## config.mk

```make
export PLATFORM = sky130hd
export DESIGN_NAME = keypad_top
export DESIGN_NICKNAME = d
export VERILOG_FILES = /design/src/keypad_pkg.sv /design/src/keypad_scan.sv /design/src/key_fifo.sv /design/src/digit_entry.sv /design/src/keypad_top.sv
export SDC_FILE = /design/constraint.sdc
export NUM_CORES = 1
export LEC_CHECK = 0
export BUFFER_PORTS_ARGS = -buffer_cell sky130_fd_sc_hd__buf_2
export CAP_MARGIN = 25
export CORE_MARGIN = 1.5
export CORE_UTILIZATION = 30
export CTS_BUF_LIST = sky130_fd_sc_hd__clkbuf_4
export CTS_CLUSTER_DIAMETER = 60
export DETAILED_ROUTE_END_ITERATION = 8
export PLACE_DENSITY = 0.49
export SLEW_MARGIN = 20
export SYNTH_ARGS = -nofsm -noshare
export SYNTH_HDL_FRONTEND = slang
export SYNTH_SLANG_ARGS = --single-unit
export TNS_END_PERCENT = 5
```

## constraint.sdc

```tcl
create_clock -name clk -period 5.1 [get_ports clk]
set_input_delay 1.02 -clock clk [delete_from_list [all_inputs] [get_ports clk]]
set_output_delay 1.02 -clock clk [all_outputs]
set_load 0.01 [all_outputs]
```

## src/keypad_pkg.sv

```systemverilog
package keypad_pkg;

    // Row pattern in the upper nibble, column pattern in the lower, both active low.
    typedef logic [7:0] key_coord_t;
    typedef logic [3:0] key_val_t;
    typedef logic [15:0] entry_t; // Four hex digits.

    localparam int FIFO_DEPTH = 8;
    localparam int FIFO_AW = 3;
    localparam int DEBOUNCE_DEFAULT = 2_000_000; // 20 ms at 100 MHz.
    localparam int COL_SETTLE = 3;               // Column change to valid synchronized rows.

    localparam key_val_t KEY_STAR = 4'd14;
    localparam key_val_t KEY_HASH = 4'd15;

    localparam logic [1:0] ST_IDLE    = 2'd0;
    localparam logic [1:0] ST_SWEEP   = 2'd1;
    localparam logic [1:0] ST_DELAY   = 2'd2;
    localparam logic [1:0] ST_RELEASE = 2'd3;

    // Line 0 sits on the MSB, matching the sweep order 0111, 1011, 1101, 1110.
    function automatic logic [1:0] line_index(input logic [3:0] lines);
        case (lines)
            4'b0111: return 2'd0;
            4'b1011: return 2'd1;
            4'b1101: return 2'd2;
            default: return 2'd3;
        endcase
    endfunction

    function automatic key_val_t decode_key(input key_coord_t coord);
        logic [1:0] row_idx;
        logic [1:0] col_idx;
        row_idx = line_index(coord[7:4]);
        col_idx = line_index(coord[3:0]);
        if (row_idx == 2'd3) begin // Bottom row is * 0 # D.
            case (col_idx)
                2'd0:    return KEY_STAR;
                2'd1:    return 4'd0;
                2'd2:    return KEY_HASH;
                default: return 4'd13;
            endcase
        end
        if (col_idx == 2'd3) begin
            return 4'd10 + row_idx; // Letters A to C.
        end
        return row_idx * 4'd3 + col_idx + 4'd1;
    endfunction

endpackage

```

## src/keypad_scan.sv

```systemverilog
`timescale 1ns/1ps

module keypad_scan #(
    parameter int debounce_cycles = keypad_pkg::DEBOUNCE_DEFAULT
) (
    input  logic                   clk,
    input  logic                   rst_n,
    input  logic [3:0]             row_in,
    output logic [3:0]             col_out,
    output keypad_pkg::key_coord_t key_coord,
    output logic                   key_valid
);
    import keypad_pkg::*;

    logic [3:0] row_meta;
    logic [3:0] row_sync;
    logic [1:0] state;
    logic [$clog2(debounce_cycles + 1)-1:0] wait_cnt;
    logic [$clog2(COL_SETTLE + 1)-1:0]      settle_cnt;
    logic       second;  // Confirming sweep.
    logic       found;
    logic       multi;   // More than one column had a hit.
    key_coord_t cur_coord;
    key_coord_t first_coord;
    logic       first_multi;

    logic       row_hit;
    logic       sample;
    logic       last_col;
    logic       found_nx;
    logic       multi_nx;
    key_coord_t coord_nx;
    logic       accept;

    assign row_hit  = row_sync != 4'hf;
    assign sample   = (state == ST_SWEEP) && (settle_cnt == COL_SETTLE - 1);
    assign last_col = col_out == 4'b1110;

    // Hit state including the column being sampled now.
    assign found_nx = found | row_hit;
    assign multi_nx = multi | (found & row_hit);
    assign coord_nx = (row_hit && !found) ? {row_sync, col_out} : cur_coord;

    // Same key on both sweeps, one column and one row only.
    assign accept = found_nx && !multi_nx && !first_multi
                    && (coord_nx == first_coord)
                    && ($countones(~coord_nx[7:4]) == 1);

    always_ff @(posedge clk) begin
        if (!rst_n) begin
            row_meta <= 4'hf;
            row_sync <= 4'hf;
        end else begin
            row_meta <= row_in;
            row_sync <= row_meta;
        end
    end

    always_ff @(posedge clk) begin
        if (!rst_n) begin
            state      <= ST_IDLE;
            col_out    <= 4'h0;
            key_valid  <= 1'b0;
            wait_cnt   <= '0;
            settle_cnt <= '0;
            second     <= 1'b0;
            found      <= 1'b0;
            multi      <= 1'b0;
        end else begin
            key_valid <= 1'b0;
            case (state)
                ST_IDLE: begin
                    if (row_hit) begin
                        state      <= ST_SWEEP;
                        col_out    <= 4'b0111;
                        settle_cnt <= '0;
                        second     <= 1'b0;
                    end
                end
                ST_SWEEP: begin
                    if (!sample) begin
                        settle_cnt <= settle_cnt + 1'b1;
                    end else begin
                        settle_cnt <= '0;
                        found      <= found_nx;
                        multi      <= multi_nx;
                        if (!last_col) begin
                            col_out <= {1'b1, col_out[3:1]}; // Next column.
                        end else begin
                            col_out  <= 4'h0;
                            wait_cnt <= '0;
                            found    <= 1'b0;
                            multi    <= 1'b0;
                            if (second) begin
                                key_valid <= accept;
                                state     <= ST_RELEASE;
                            end else if (found_nx) begin
                                state <= ST_DELAY;
                            end else begin
                                state <= ST_IDLE; // Bounce, nothing held.
                            end
                        end
                    end
                end
                ST_DELAY: begin
                    if (wait_cnt == debounce_cycles - 1) begin
                        state      <= ST_SWEEP;
                        col_out    <= 4'b0111;
                        settle_cnt <= '0;
                        second     <= 1'b1;
                    end else begin
                        wait_cnt <= wait_cnt + 1'b1;
                    end
                end
                ST_RELEASE: begin
                    // All rows must stay high for the full period.
                    if (row_hit) begin
                        wait_cnt <= '0;
                    end else if (wait_cnt == debounce_cycles - 1) begin
                        state <= ST_IDLE;
                    end else begin
                        wait_cnt <= wait_cnt + 1'b1;
                    end
                end
                default: state <= ST_IDLE;
            endcase
        end
    end

    always_ff @(posedge clk) begin
        if (sample) begin
            cur_coord <= coord_nx;
        end
        if (sample && last_col && !second) begin
            first_coord <= coord_nx;
            first_multi <= multi_nx;
        end
        if (sample && last_col && second) begin
            key_coord <= coord_nx; // Qualified by key_valid.
        end
    end

endmodule

```

## src/key_fifo.sv

```systemverilog
`timescale 1ns/1ps

module key_fifo (
    input  logic                   clk,
    input  logic                   rst_n,
    input  logic                   push,
    input  keypad_pkg::key_coord_t push_coord,
    input  logic                   pop,
    output keypad_pkg::key_coord_t head_coord,
    output logic                   not_empty,
    output logic                   overflow
);
    import keypad_pkg::*;

    key_coord_t         mem [FIFO_DEPTH];
    logic [FIFO_AW-1:0] rd_ptr;
    logic [FIFO_AW-1:0] wr_ptr;
    logic [FIFO_AW:0]   count;
    logic               do_push;
    logic               do_pop;

    assign do_pop  = pop && (count != 0);
    // A pop in the same cycle makes room in a full FIFO.
    assign do_push = push && ((count != FIFO_DEPTH) || do_pop);

    assign head_coord = mem[rd_ptr]; // Show-ahead.
    assign not_empty  = count != 0;

    always_ff @(posedge clk) begin
        if (!rst_n) begin
            rd_ptr   <= '0;
            wr_ptr   <= '0;
            count    <= '0;
            overflow <= 1'b0;
        end else begin
            if (do_push) begin
                wr_ptr <= wr_ptr + 1'b1;
            end
            if (do_pop) begin
                rd_ptr <= rd_ptr + 1'b1;
            end
            case ({do_push, do_pop})
                2'b10:   count <= count + 1'b1;
                2'b01:   count <= count - 1'b1;
                default: count <= count;
            endcase
            if (push && !do_push) begin
                overflow <= 1'b1; // Sticky until reset.
            end
        end
    end

    always_ff @(posedge clk) begin
        if (do_push) begin
            mem[wr_ptr] <= push_coord;
        end
    end

endmodule

```

## src/digit_entry.sv

```systemverilog
`timescale 1ns/1ps

module digit_entry (
    input  logic                   clk,
    input  logic                   rst_n,
    input  keypad_pkg::key_coord_t head_coord,
    input  logic                   not_empty,
    input  logic                   hold,
    output logic                   pop,
    output keypad_pkg::entry_t     entry,
    output keypad_pkg::entry_t     commit_value,
    output logic                   commit_valid
);
    import keypad_pkg::*;

    key_val_t key;
    logic     is_hash;

    // Take the head whenever something is queued and the consumer is not held.
    assign pop     = not_empty && !hold;
    assign key     = decode_key(head_coord);
    assign is_hash = key == KEY_HASH;

    always_ff @(posedge clk) begin
        if (!rst_n) begin
            entry        <= '0;
            commit_valid <= 1'b0;
        end else begin
            commit_valid <= 1'b0;
            if (pop) begin
                case (key)
                    KEY_STAR: begin
                        entry <= '0;
                    end
                    KEY_HASH: begin
                        entry        <= '0;
                        commit_valid <= 1'b1;
                    end
                    default: begin
                        entry <= {entry[11:0], key}; // Oldest digit drops off.
                    end
                endcase
            end
        end
    end

    // Entry as it stood before the # clears it.
    always_ff @(posedge clk) begin
        if (pop && is_hash) begin
            commit_value <= entry;
        end
    end

endmodule

```

## src/keypad_top.sv

```systemverilog
`timescale 1ns/1ps

module keypad_top #(
    parameter int debounce_cycles = keypad_pkg::DEBOUNCE_DEFAULT
) (
    input  logic               clk,
    input  logic               rst_n,
    input  logic [3:0]         row_in,
    input  logic               hold,
    output logic [3:0]         col_out,
    output keypad_pkg::entry_t entry,
    output keypad_pkg::entry_t commit_value,
    output logic               commit_valid,
    output logic               overflow
);
    import keypad_pkg::*;

    key_coord_t key_coord;
    logic       key_valid;
    key_coord_t head_coord;
    logic       not_empty;
    logic       pop;

    keypad_scan #(
        .debounce_cycles(debounce_cycles)
    ) i_keypad_scan (
        .clk      (clk),
        .rst_n    (rst_n),
        .row_in   (row_in),
        .col_out  (col_out),
        .key_coord(key_coord),
        .key_valid(key_valid)
    );

    // No back-pressure; presses beyond the depth are dropped.
    key_fifo i_key_fifo (
        .clk       (clk),
        .rst_n     (rst_n),
        .push      (key_valid),
        .push_coord(key_coord),
        .pop       (pop),
        .head_coord(head_coord),
        .not_empty (not_empty),
        .overflow  (overflow)
    );

    digit_entry i_digit_entry (
        .clk         (clk),
        .rst_n       (rst_n),
        .head_coord  (head_coord),
        .not_empty   (not_empty),
        .hold        (hold),
        .pop         (pop),
        .entry       (entry),
        .commit_value(commit_value),
        .commit_valid(commit_valid)
    );

endmodule

```

==> results of run 1 <==
[worst paths after layout]
path / start / endpoint / slack (ps) / cells past startpoint
worst min-delay path: i_keypad_scan.row_meta[1] / i_keypad_scan.row_sync[1] / 430 / 1
worst max register to register: flop / i_digit_entry.commit_value[12] / 760 / 14
worst min register to register: i_keypad_scan.row_meta[1] / i_keypad_scan.row_sync[1] / 430 / 1
worst max-delay path: flop / i_digit_entry.commit_value[12] / 760 / 14
[logic make-up after synthesis]
| logic type | count (synthesis) | share of synthesized area |
|---|---|---|
| compound gates | 86 | 0.0791 |
| xor+xnor | 31 | 0.0375 |
| fa+ha+maj | 16 | 0.0299 |
| buf+inv | 38 | 0.0229 |
| flops | 177 | 0.618 |
| mux | 26 | 0.0599 |
| simple gates | 228 | 0.153 |
[power breakdown]
group / internal, mW / leakage [nW] / switching (mW)
Clock: 0.307 / 0.160 / 0.512
Sequential: 1.55 / 1.52 / 0.0636
Combinational: 0.246 / 1.16 / 0.331
Total: 2.11 / 2.84 / 0.907
[cell type report]
| class | count | share of cell area |
|---|---|---|
| Clock inverter | 15 | 0.0209 |
| Clock buffer | 17 | 0.0153 |
| Inverter | 15 | 0.00675 |
| Timing Repair Buffer | 54 | 0.0363 |
| Antenna cell | 1 | 0.000300 |
| Sequential cell | 177 | 0.551 |
| Tap cell | 324 | 0.0486 |
| Multi-Input combinational cell | 387 | 0.321 |
[synth_stat cells (all sizes together), types with 6 or more instances]
cell type	count
edfxtp	105
dfxtp	72
nand2	60
nor2	60
nand3	23
xor2	21
a21oi	20
o22ai	19
clkbuf	15
nand2b	15
inv	14
nor3	14
ha	13
mux4	12
o21ai	12
xnor2	10
a21o	9
mux2i	9
buf	8
nand4	8
a31oi	6
and3	6
[per-stage QoR]
stage | instance area, um2 | cells
detailed placement | 8020 | 956
CTS | 8320 | 988
floorplan | 7440 | 602
global route | 8340 | 990
global placement | 8010 | 955
finish | 8340 | 990
[sequential cells by signal (all words and copies together), names as in the netlist, 3 cells and up, named ones only]
register	flops
i_key_fifo.count	4
i_digit_entry.commit_value	16
i_keypad_scan.cur_coord	8
i_key_fifo.wr_ptr	3
i_key_fifo.rd_ptr	3
i_keypad_scan.wait_cnt	21
i_keypad_scan.col_out	4
i_key_fifo.mem	64
i_keypad_scan.first_coord	8
i_keypad_scan.row_meta	4
i_digit_entry.entry	16
i_keypad_scan.key_coord	8
i_keypad_scan.row_sync	4
[layer usage]
layer  part of all wire  global-route usage  vias up
met5                  0                   0        -
met3              0.037              0.0292       17
met4              0.015              0.0374        0
met1               0.46               0.141     2236
li1                   -                   -     2319
met2               0.48               0.196       76
==> impl_metrics.ini, run 1 <==
[sta]
slew_viol_final = 0
tightestPinTransition_ps = 964
max-slew-margin-rel = 0.355
finalHoldWorstSlack_ps = 426
setup_viol = 0
max_freq_ghz = 0.230
hold_viol = 0
rsz0062_at_grt = false
fin_ws_ps = 759
post-route-min-period_ps = 4340
fin_crit_sh = 0.851
final.setup.tns_ps = 0
finalClockSkew_ps = 20.0

[place]
finalWeightedCongestion = 0.792
place_ws_ps = 573
portBuffers = 44
dp_hpwl_um = 9900

[synthesis]
async_flop_share = 0
synth-main-ff-cell = edfxtp_1
yosysWarnings = 0
yosysTopAreaCell = edfxtp_1
synth_seq_cells = 177
yosysUniqueCellTypes = 64
netlist_instances = 602
synthTopCellsByArea = edfxtp_1 42%, dfxtp_1 19%, mux4_2 3.6%
ys_seq_area_frac = 0.618
netlist_area_um2 = 7440
synth.avg_cell_area_um2 = 12.4
synthDominantCellAreaShare = 0.424
synth_fp_nets = 625
synth-edff-count = 105

[setup_path]
critical_path.most_common_cell = ha_1
cpLargestDelayFamily = compound AO/OA/AOI/OAI gates
crit_buf_inv = 2
worstPathRequired_ps = 5370
worst-path-max-fanout = 16
crit_type = reg -> reg
worstPathArrival_ps = 4610
crit_chain = nand2b_1 -> a311oi_1 -> a31oi_1 -> nand4_1 -> ha_1 -> inv_1 -> a31o_2 -> nand2_1 -> ha_1 -> fa_1 -> a31oi_2 -> a2111oi_4 -> nor2b_1 -> buf_4
end_kind = flop
startpoint_type = flop
cpPeakStageDelay_ps = 910
slowest_stage = dfxtp_1

[grt]
grt_util_all_layers = 0.115
grt_max_degree = 42
antenna_found_initial = 1
grt_pass1_wl_um = 23500
grt_overflow = 0
grt_pass1_vias = 4762

[power]
ir_drop_mv = 0.176
finalPower_mw = 3.01
leakagePower_nw = 2.84
power.density_nw_per_um2 = 361

[layout]
fill_cells = 2390
syn2layout_area_growth_pct = 12.1
final_cell_mix = 105 x edfxtp_1, 72 x dfxtp_1, 60 x nand2_1
final_common_cell = edfxtp_1
multiInputGateArea_um2 = 2680
drive_gt1_frac = 0.182
utilization = 0.343
final-seq-area_um2 = 4590
nNetsFinal = 675

[floorplanning]
die_h_um = 160
die_x_um = 160
io_pins = 45
initial_core_util = 0.306
core_area_um2 = 24300
fp-row-count = 57
die_area_um2 = 25700

[clocking]
root_buffer = clkbuf_4
hold_buffers = 0
ctsHtreeMaxLevel = 4
clock_latency_ps = 550
numCtsBuffers = 17
clk_path_buf_depth = 2
postCtsSetupBuffers = 0
cts_num_sinks = 177
clk_pin_slew_ps = 160
cts_tree = done
cts_resized = 0

[job]
max-cap-violations = 0

[drt]
vias = 4648
wl_per_cell_um = 14.3
via_per_inst = 4.69
drt_iter0_drc = 202
route.antenna.remaining_nets = 0
wirelength_um = 14100
drt_pass1_iterations = 4
drc = 0

[status]
status = complete, no violations

[min_path]
hold_path.class = reg -> reg
Note: power is estimated with default switching activity, not from simulation.
==> run 2: changes to the inputs <==
Settings changed: CORE_UTILIZATION 30 to 63, PLACE_DENSITY 0.49 to 0.86.
==> run 2 against run 1 <==
Non-clock buffer count is 3 lower. Core utilization up 37 points. Cell count down 19%. Highest routed layer unchanged.
==> impl_metrics.ini, run 2 (same netlist as run 1, synthesis figures left out) <==
[status]
status = complete, no violations

[sta]
setup_viol = 0
finalClockSkew_ps = 22.5
final.setup.tns_ps = 0
hold_viol = 0
max_freq_ghz = 0.228
rsz0062_at_grt = false
tightestPinTransition_ps = 892
max-slew-margin-rel = 0.403
post-route-min-period_ps = 4390
finalHoldWorstSlack_ps = 422
slew_viol_final = 0
fin_crit_sh = 0.862
fin_ws_ps = 706

[floorplanning]
io_pins = 45
die_x_um = 112
die_area_um2 = 12500
initial_core_util = 0.649
die_h_um = 112
fp-row-count = 39
core_area_um2 = 11500

[clocking]
numCtsBuffers = 17
root_buffer = clkbuf_4
cts_resized = 0
hold_buffers = 0
cts_tree = done
cts_num_sinks = 177
postCtsSetupBuffers = 0
ctsHtreeMaxLevel = 4
clk_pin_slew_ps = 130
clk_path_buf_depth = 2
clock_latency_ps = 580

[layout]
final-seq-area_um2 = 4590
nNetsFinal = 672
final_common_cell = edfxtp_1
largest_reg_flops = 64
fill_cells = 758
final_cell_mix = 105 x edfxtp_1, 72 x dfxtp_1, 60 x nand2_1
fin_cells = 806
multiInputGateArea_um2 = 2680
regMostFlops = i_key_fifo.mem
reg_top3 = i_key_fifo.mem (64), i_keypad_scan.wait_cnt (21)
syn2layout_area_growth_pct = 9.17
drive_gt1_frac = 0.180

[power]
power.density_nw_per_um2 = 377
finalPower_mw = 3.06
ir_drop_mv = 0.233
leakagePower_nw = 2.84

[place]
dp_cells = 772
portBuffers = 44
finalWeightedCongestion = 0.900
place_ws_ps = 514
dp_hpwl_um = 9430

[grt]
grt_max_degree = 41
grt_pass1_vias = 4787
antenna_found_initial = 1
grt_util_all_layers = 0.234
grt_pass1_wl_um = 22700
grt_overflow = 0

[setup_path]
worstPathRequired_ps = 5370
end_kind = flop
crit_type = reg -> reg
worstPathArrival_ps = 4660
worst-path-max-fanout = 16
startpoint_type = flop
reg2regPathDepth = 14

[min_path]
min_path_cells = 1
hold_path.class = reg -> reg
min_from = i_keypad_scan.row_meta[3]

[drt]
vias = 4848
via_per_inst = 6.01
drt_iter0_drc = 399
route.antenna.remaining_nets = 0
drt_pass1_iterations = 5
wl_per_cell_um = 16.9
drc = 0
wirelength_um = 13700

[job]
max-cap-violations = 0
## run 2: cell count changes in the layout (fill, tap and decap cells not counted), sizes merged
cell / delta
inv: -6
clkbuf: +4
buf: -3
bufinv: +2
clkinv: +1
clkinvlp: -1
## run 2: layout make-up
cell class / instances / area share
tap: 143 / 0.0220
multi-input combinational: 387 / 0.331
sequential: 177 / 0.566
clock buffer: 21 / 0.0194
clock inverter: 11 / 0.0203
timing repair buffer: 51 / 0.0345
antenna: 1 / 0.000308
inverter: 15 / 0.00693
## run 2: path summary, 6_finish.rpt
path         slack [ps]                       endpoint
min reg2reg         420      i_keypad_scan.row_sync[3]
max reg2reg         710  i_digit_entry.commit_value[4]
max                 710  i_digit_entry.commit_value[4]
min                 420      i_keypad_scan.row_sync[3]
## run 2: per-stage QoR
stage | cell area (um2) | util
after floorplan | 7440 | -
after global placement | 7770 | 0.678
after detailed placement | 7770 | 0.678
after CTS | 8100 | 0.706
after global routing | 8120 | 0.708
final | 8120 | 0.708
## run 2: routing by layer
layer | routed length (um) | track usage | up-vias
met4 | 339 | 0.104 | 0
li1 | - | - | 2322
met3 | 665 | 0.0588 | 31
met2 | 7110 | 0.396 | 145
met5 | 0 | 0 | -
met1 | 5540 | 0.284 | 2350
## run 2: worst max-delay path, cell delays in order, from the launching register on
cell and delay [ps]:
dfxtp_1 890, nor2_1 160, o21ai_0 120, o22ai_1 100
or4_1 560, ha_1 220, inv_1 80, a31o_2 170
nand2_1 70, ha_1 210, fa_1 550, a31oi_2 140
a2111oi_4 350, nor2b_1 180, buf_4 250
## run 2: report_power, final
group | internal (mW) | switching [mW]
combinational | 0.247 | 0.349
clock | 0.409 | 0.439
sequential | 1.55 | 0.0611
==> run 3: changes to the inputs <==
Settings changed: ABC_AREA set to 1.
Clock period 5.1 ns to 4.8 ns, I/O delays scaled along.
==> run 3 against run 2 <==
Die area is 6.0% higher. Via count is 19% higher. Sequential share of layout area is 2.7 points lower. Non-clock buffer count stayed put. Critical path depth is 10 higher. Cell area is 5.0% higher. Register-to-register slack worse by 70 ps. Routed wire length is 5.9% higher. Clock skew is 6.2 ps lower. Setup slack worse by 66 ps. Cell count is 36% higher. First-iteration DRC count is 13% lower. Critical endpoint is now i_digit_entry.commit_value[12].
==> impl_metrics.ini, run 3 <==
[min_path]
min_path_cells = 1
hold_path.class = reg -> reg
min_to = i_keypad_scan.row_sync[2]
min_from = i_keypad_scan.row_meta[2]

[synthesis]
synth_top_family_by_area = simple AND/OR/NAND/NOR gates
synth_xor_area_frac = 0.00666
synth.avg_cell_area_um2 = 9.12
yosysWarnings = 0
synth_seq_cells = 177
yosys.area_share.simple = 0.214
synthDominantCellAreaShare = 0.399
yosysMostFrequentCell = nand2_1
async_flop_share = 0
synth_compound_area_frac = 0.0811
synthTopCellsByArea = edfxtp_1 40%, dfxtp_1 18%, nand2_1 9.8%
synth-main-ff-cell = edfxtp_1
synthMuxAreaShare = 0
netlist_top_cells_count = 206 x nand2_1, 138 x inv_1, 105 x edfxtp_1
synth-edff-count = 105
synth_fp_nets = 889
synth-adder-area-share = 0.0282
yosysUniqueCellTypes = 42
yosysTopAreaCell = edfxtp_1
ys_seq_area_frac = 0.582
netlist_instances = 866
netlist_area_um2 = 7900

[power]
ir_drop_mv = 0.217
power.density_nw_per_um2 = 439
finalPower_mw = 3.74
leakagePower_nw = 3.55

[layout]
largest_reg_flops = 64
final_common_cell = nand2_1
fill_cells = 919
nNetsFinal = 935
syn2layout_area_growth_pct = 7.94
regMostFlops = i_key_fifo.mem
drive_gt1_frac = 0.139
final_cell_mix = 206 x nand2_1, 138 x inv_1, 105 x edfxtp_1
reg_top3 = i_key_fifo.mem (64), i_keypad_scan.wait_cnt (21)
antenna_cells = 0

[clocking]
clk_path_buf_depth = 2
cts_resized = 0
clk_pin_slew_ps = 140
clock_latency_ps = 570
cts_num_sinks = 177
numCtsBuffers = 17
root_buffer = clkbuf_4
hold_buffers = 0
postCtsSetupBuffers = 0
ctsHtreeMaxLevel = 4
cts_tree = done

[sta]
setup_viol = 0
fin_ws_ps = 640
max-slew-margin-rel = 0.382
slew_viol_final = 0
finalClockSkew_ps = 16.2
tightestPinTransition_ps = 924
fin_crit_sh = 0.867
final.setup.tns_ps = 0
rsz0062_at_grt = false
hold_viol = 0
post-route-min-period_ps = 4160
max_freq_ghz = 0.240

[drt]
vias = 5746
drt_pass1_iterations = 7
drt_iter0_drc = 347
drc = 0
wl_per_cell_um = 13.2
via_per_inst = 5.26
wirelength_um = 14500
route.antenna.remaining_nets = 0

[floorplanning]
die_h_um = 115
fp-row-count = 40
die_area_um2 = 13200
die_x_um = 115
io_pins = 45
core_area_um2 = 12100
initial_core_util = 0.652

[setup_path]
end_kind = flop
worstPathRequired_ps = 5070
crit_chain = inv_4 -> nor2_1 -> nand2_1 -> nand3_2 -> nand2_1 -> nor2_2 -> nand2_1 -> nor2_1 -> inv_1 -> ha_1 -> nand2_4 -> inv_1 -> nor2_1 -> inv_1 -> ha_1 -> fa_1 -> xor2_1 -> nand2_1 -> nand2_1 -> nand2_1 -> nand2_2 -> nand3_4 -> nor2_1 -> buf_4
worst-path-max-fanout = 18
worstPathArrival_ps = 4430
path_depth = 24
critical_path.most_common_cell = nand2_1
reg2regPathDepth = 24
crit_type = reg -> reg
startpoint_type = flop
crit_buf_inv = 5
rrSetupSlack_ps = 640
cpPeakStageDelay_ps = 720
slowest_stage = dfxtp_1
cpLargestDelayFamily = simple AND/OR/NAND/NOR gates
r2r-end = i_digit_entry.commit_value[12]

[place]
place_ws_ps = 666
portBuffers = 44
finalWeightedCongestion = 0.856
dp_hpwl_um = 10200

[grt]
antenna_found_initial = 0
grt_overflow = 0
grt_pass1_vias = 5234
grt_max_degree = 35
use_met3 = 0.0448
grt_use_met1 = 0.296
use_met2 = 0.387
grt_pass1_wl_um = 23900
busiest_layer = met2
grt_util_all_layers = 0.231

[job]
max-cap-violations = 0

[status]
status = complete, no violations
## run 3: cell types whose count changed after synthesis, sizes merged, moves of 14 or more
cell / delta
nand3: +35
xor2: -18
a21oi: +37
nand2: +160
o21ai: +34
nand2b: -15
nor2: +14
inv: +126
o22ai: -17
## run 3: area by class of cell
| class | instances | area (um2) | share of cell area |
|---|---|---|---|
| clock inverters | 15 | 181 | 0.0213 |
| flip-flops and latches | 177 | 4590 | 0.539 |
| clock buffers | 17 | 128 | 0.0150 |
| repair buffers | 51 | 273 | 0.0320 |
| inverters | 141 | 534 | 0.0627 |
| multi-input cells | 524 | 2600 | 0.305 |
| well taps | 168 | 210 | 0.0247 |
## run 3: per-layer routing
metal	share of wire	wire, um	vias to the layer above
li1	-	-	2909
met1	0.44	6360	2646
met3	0.048	695	33
met2	0.49	7080	158
met5	0	0	-
met4	0.022	317	0
## run 3: stage by stage
step                      hold WS, ps  area [um2]  utilization  cells
after floorplan                   393        7900            -    866
after global placement            394        8210        0.678   1060
after detailed placement          398        8210        0.678   1060
after CTS                         432        8520        0.703   1092
after global routing              437        8520        0.704   1093
final                             433        8520        0.704   1093
## run 3: where the power goes
part / internal, mW / switching [mW] / total [mW] / leakage [nW]
combinational: 0.371 / 0.714 / 1.09 / 1.85
clock: 0.367 / 0.518 / 0.885 / 0.165
sequential: 1.70 / 0.0775 / 1.77 / 1.54
## run 3: kinds of logic (layout without fill, tap and decap cells)
logic type                 after synthesis  after routing
AOI/OAI and AO/OA                      115            115
xor gates and xnor gates                 6              6
adders and majority gates               16             16
buffers and inverters                  165            224
DFF                                    177            177
and+or+nand+nor                        387            387
## run 3: worst max path at each step
| stage | startpoint | endpoint | slack, ps |
|---|---|---|---|
| 4_1_cts | flop | i_digit_entry.commit_value[12] | 660 |
| 5_1_grt | flop | i_digit_entry.commit_value[5] | 240 |
| 2_1_floorplan | flop | i_digit_entry.commit_value[0] | 770 |
| 3_3_place_gp | flop | i_digit_entry.commit_value[2] | 820 |
| 3_5_place_dp | flop | i_digit_entry.commit_value[3] | 670 |
| 6_report | flop | i_digit_entry.commit_value[12] | 640 |
## run 3: worst reg2reg max path: cells and delay by family (launching register included)
kind	cells	cell delay, ps
XOR/XNOR	1	170
adder cells (fa/ha/maj)	3	820
buffers and inverters	5	640
flip-flops	1	720
AND/OR/NAND/NOR	15	1530
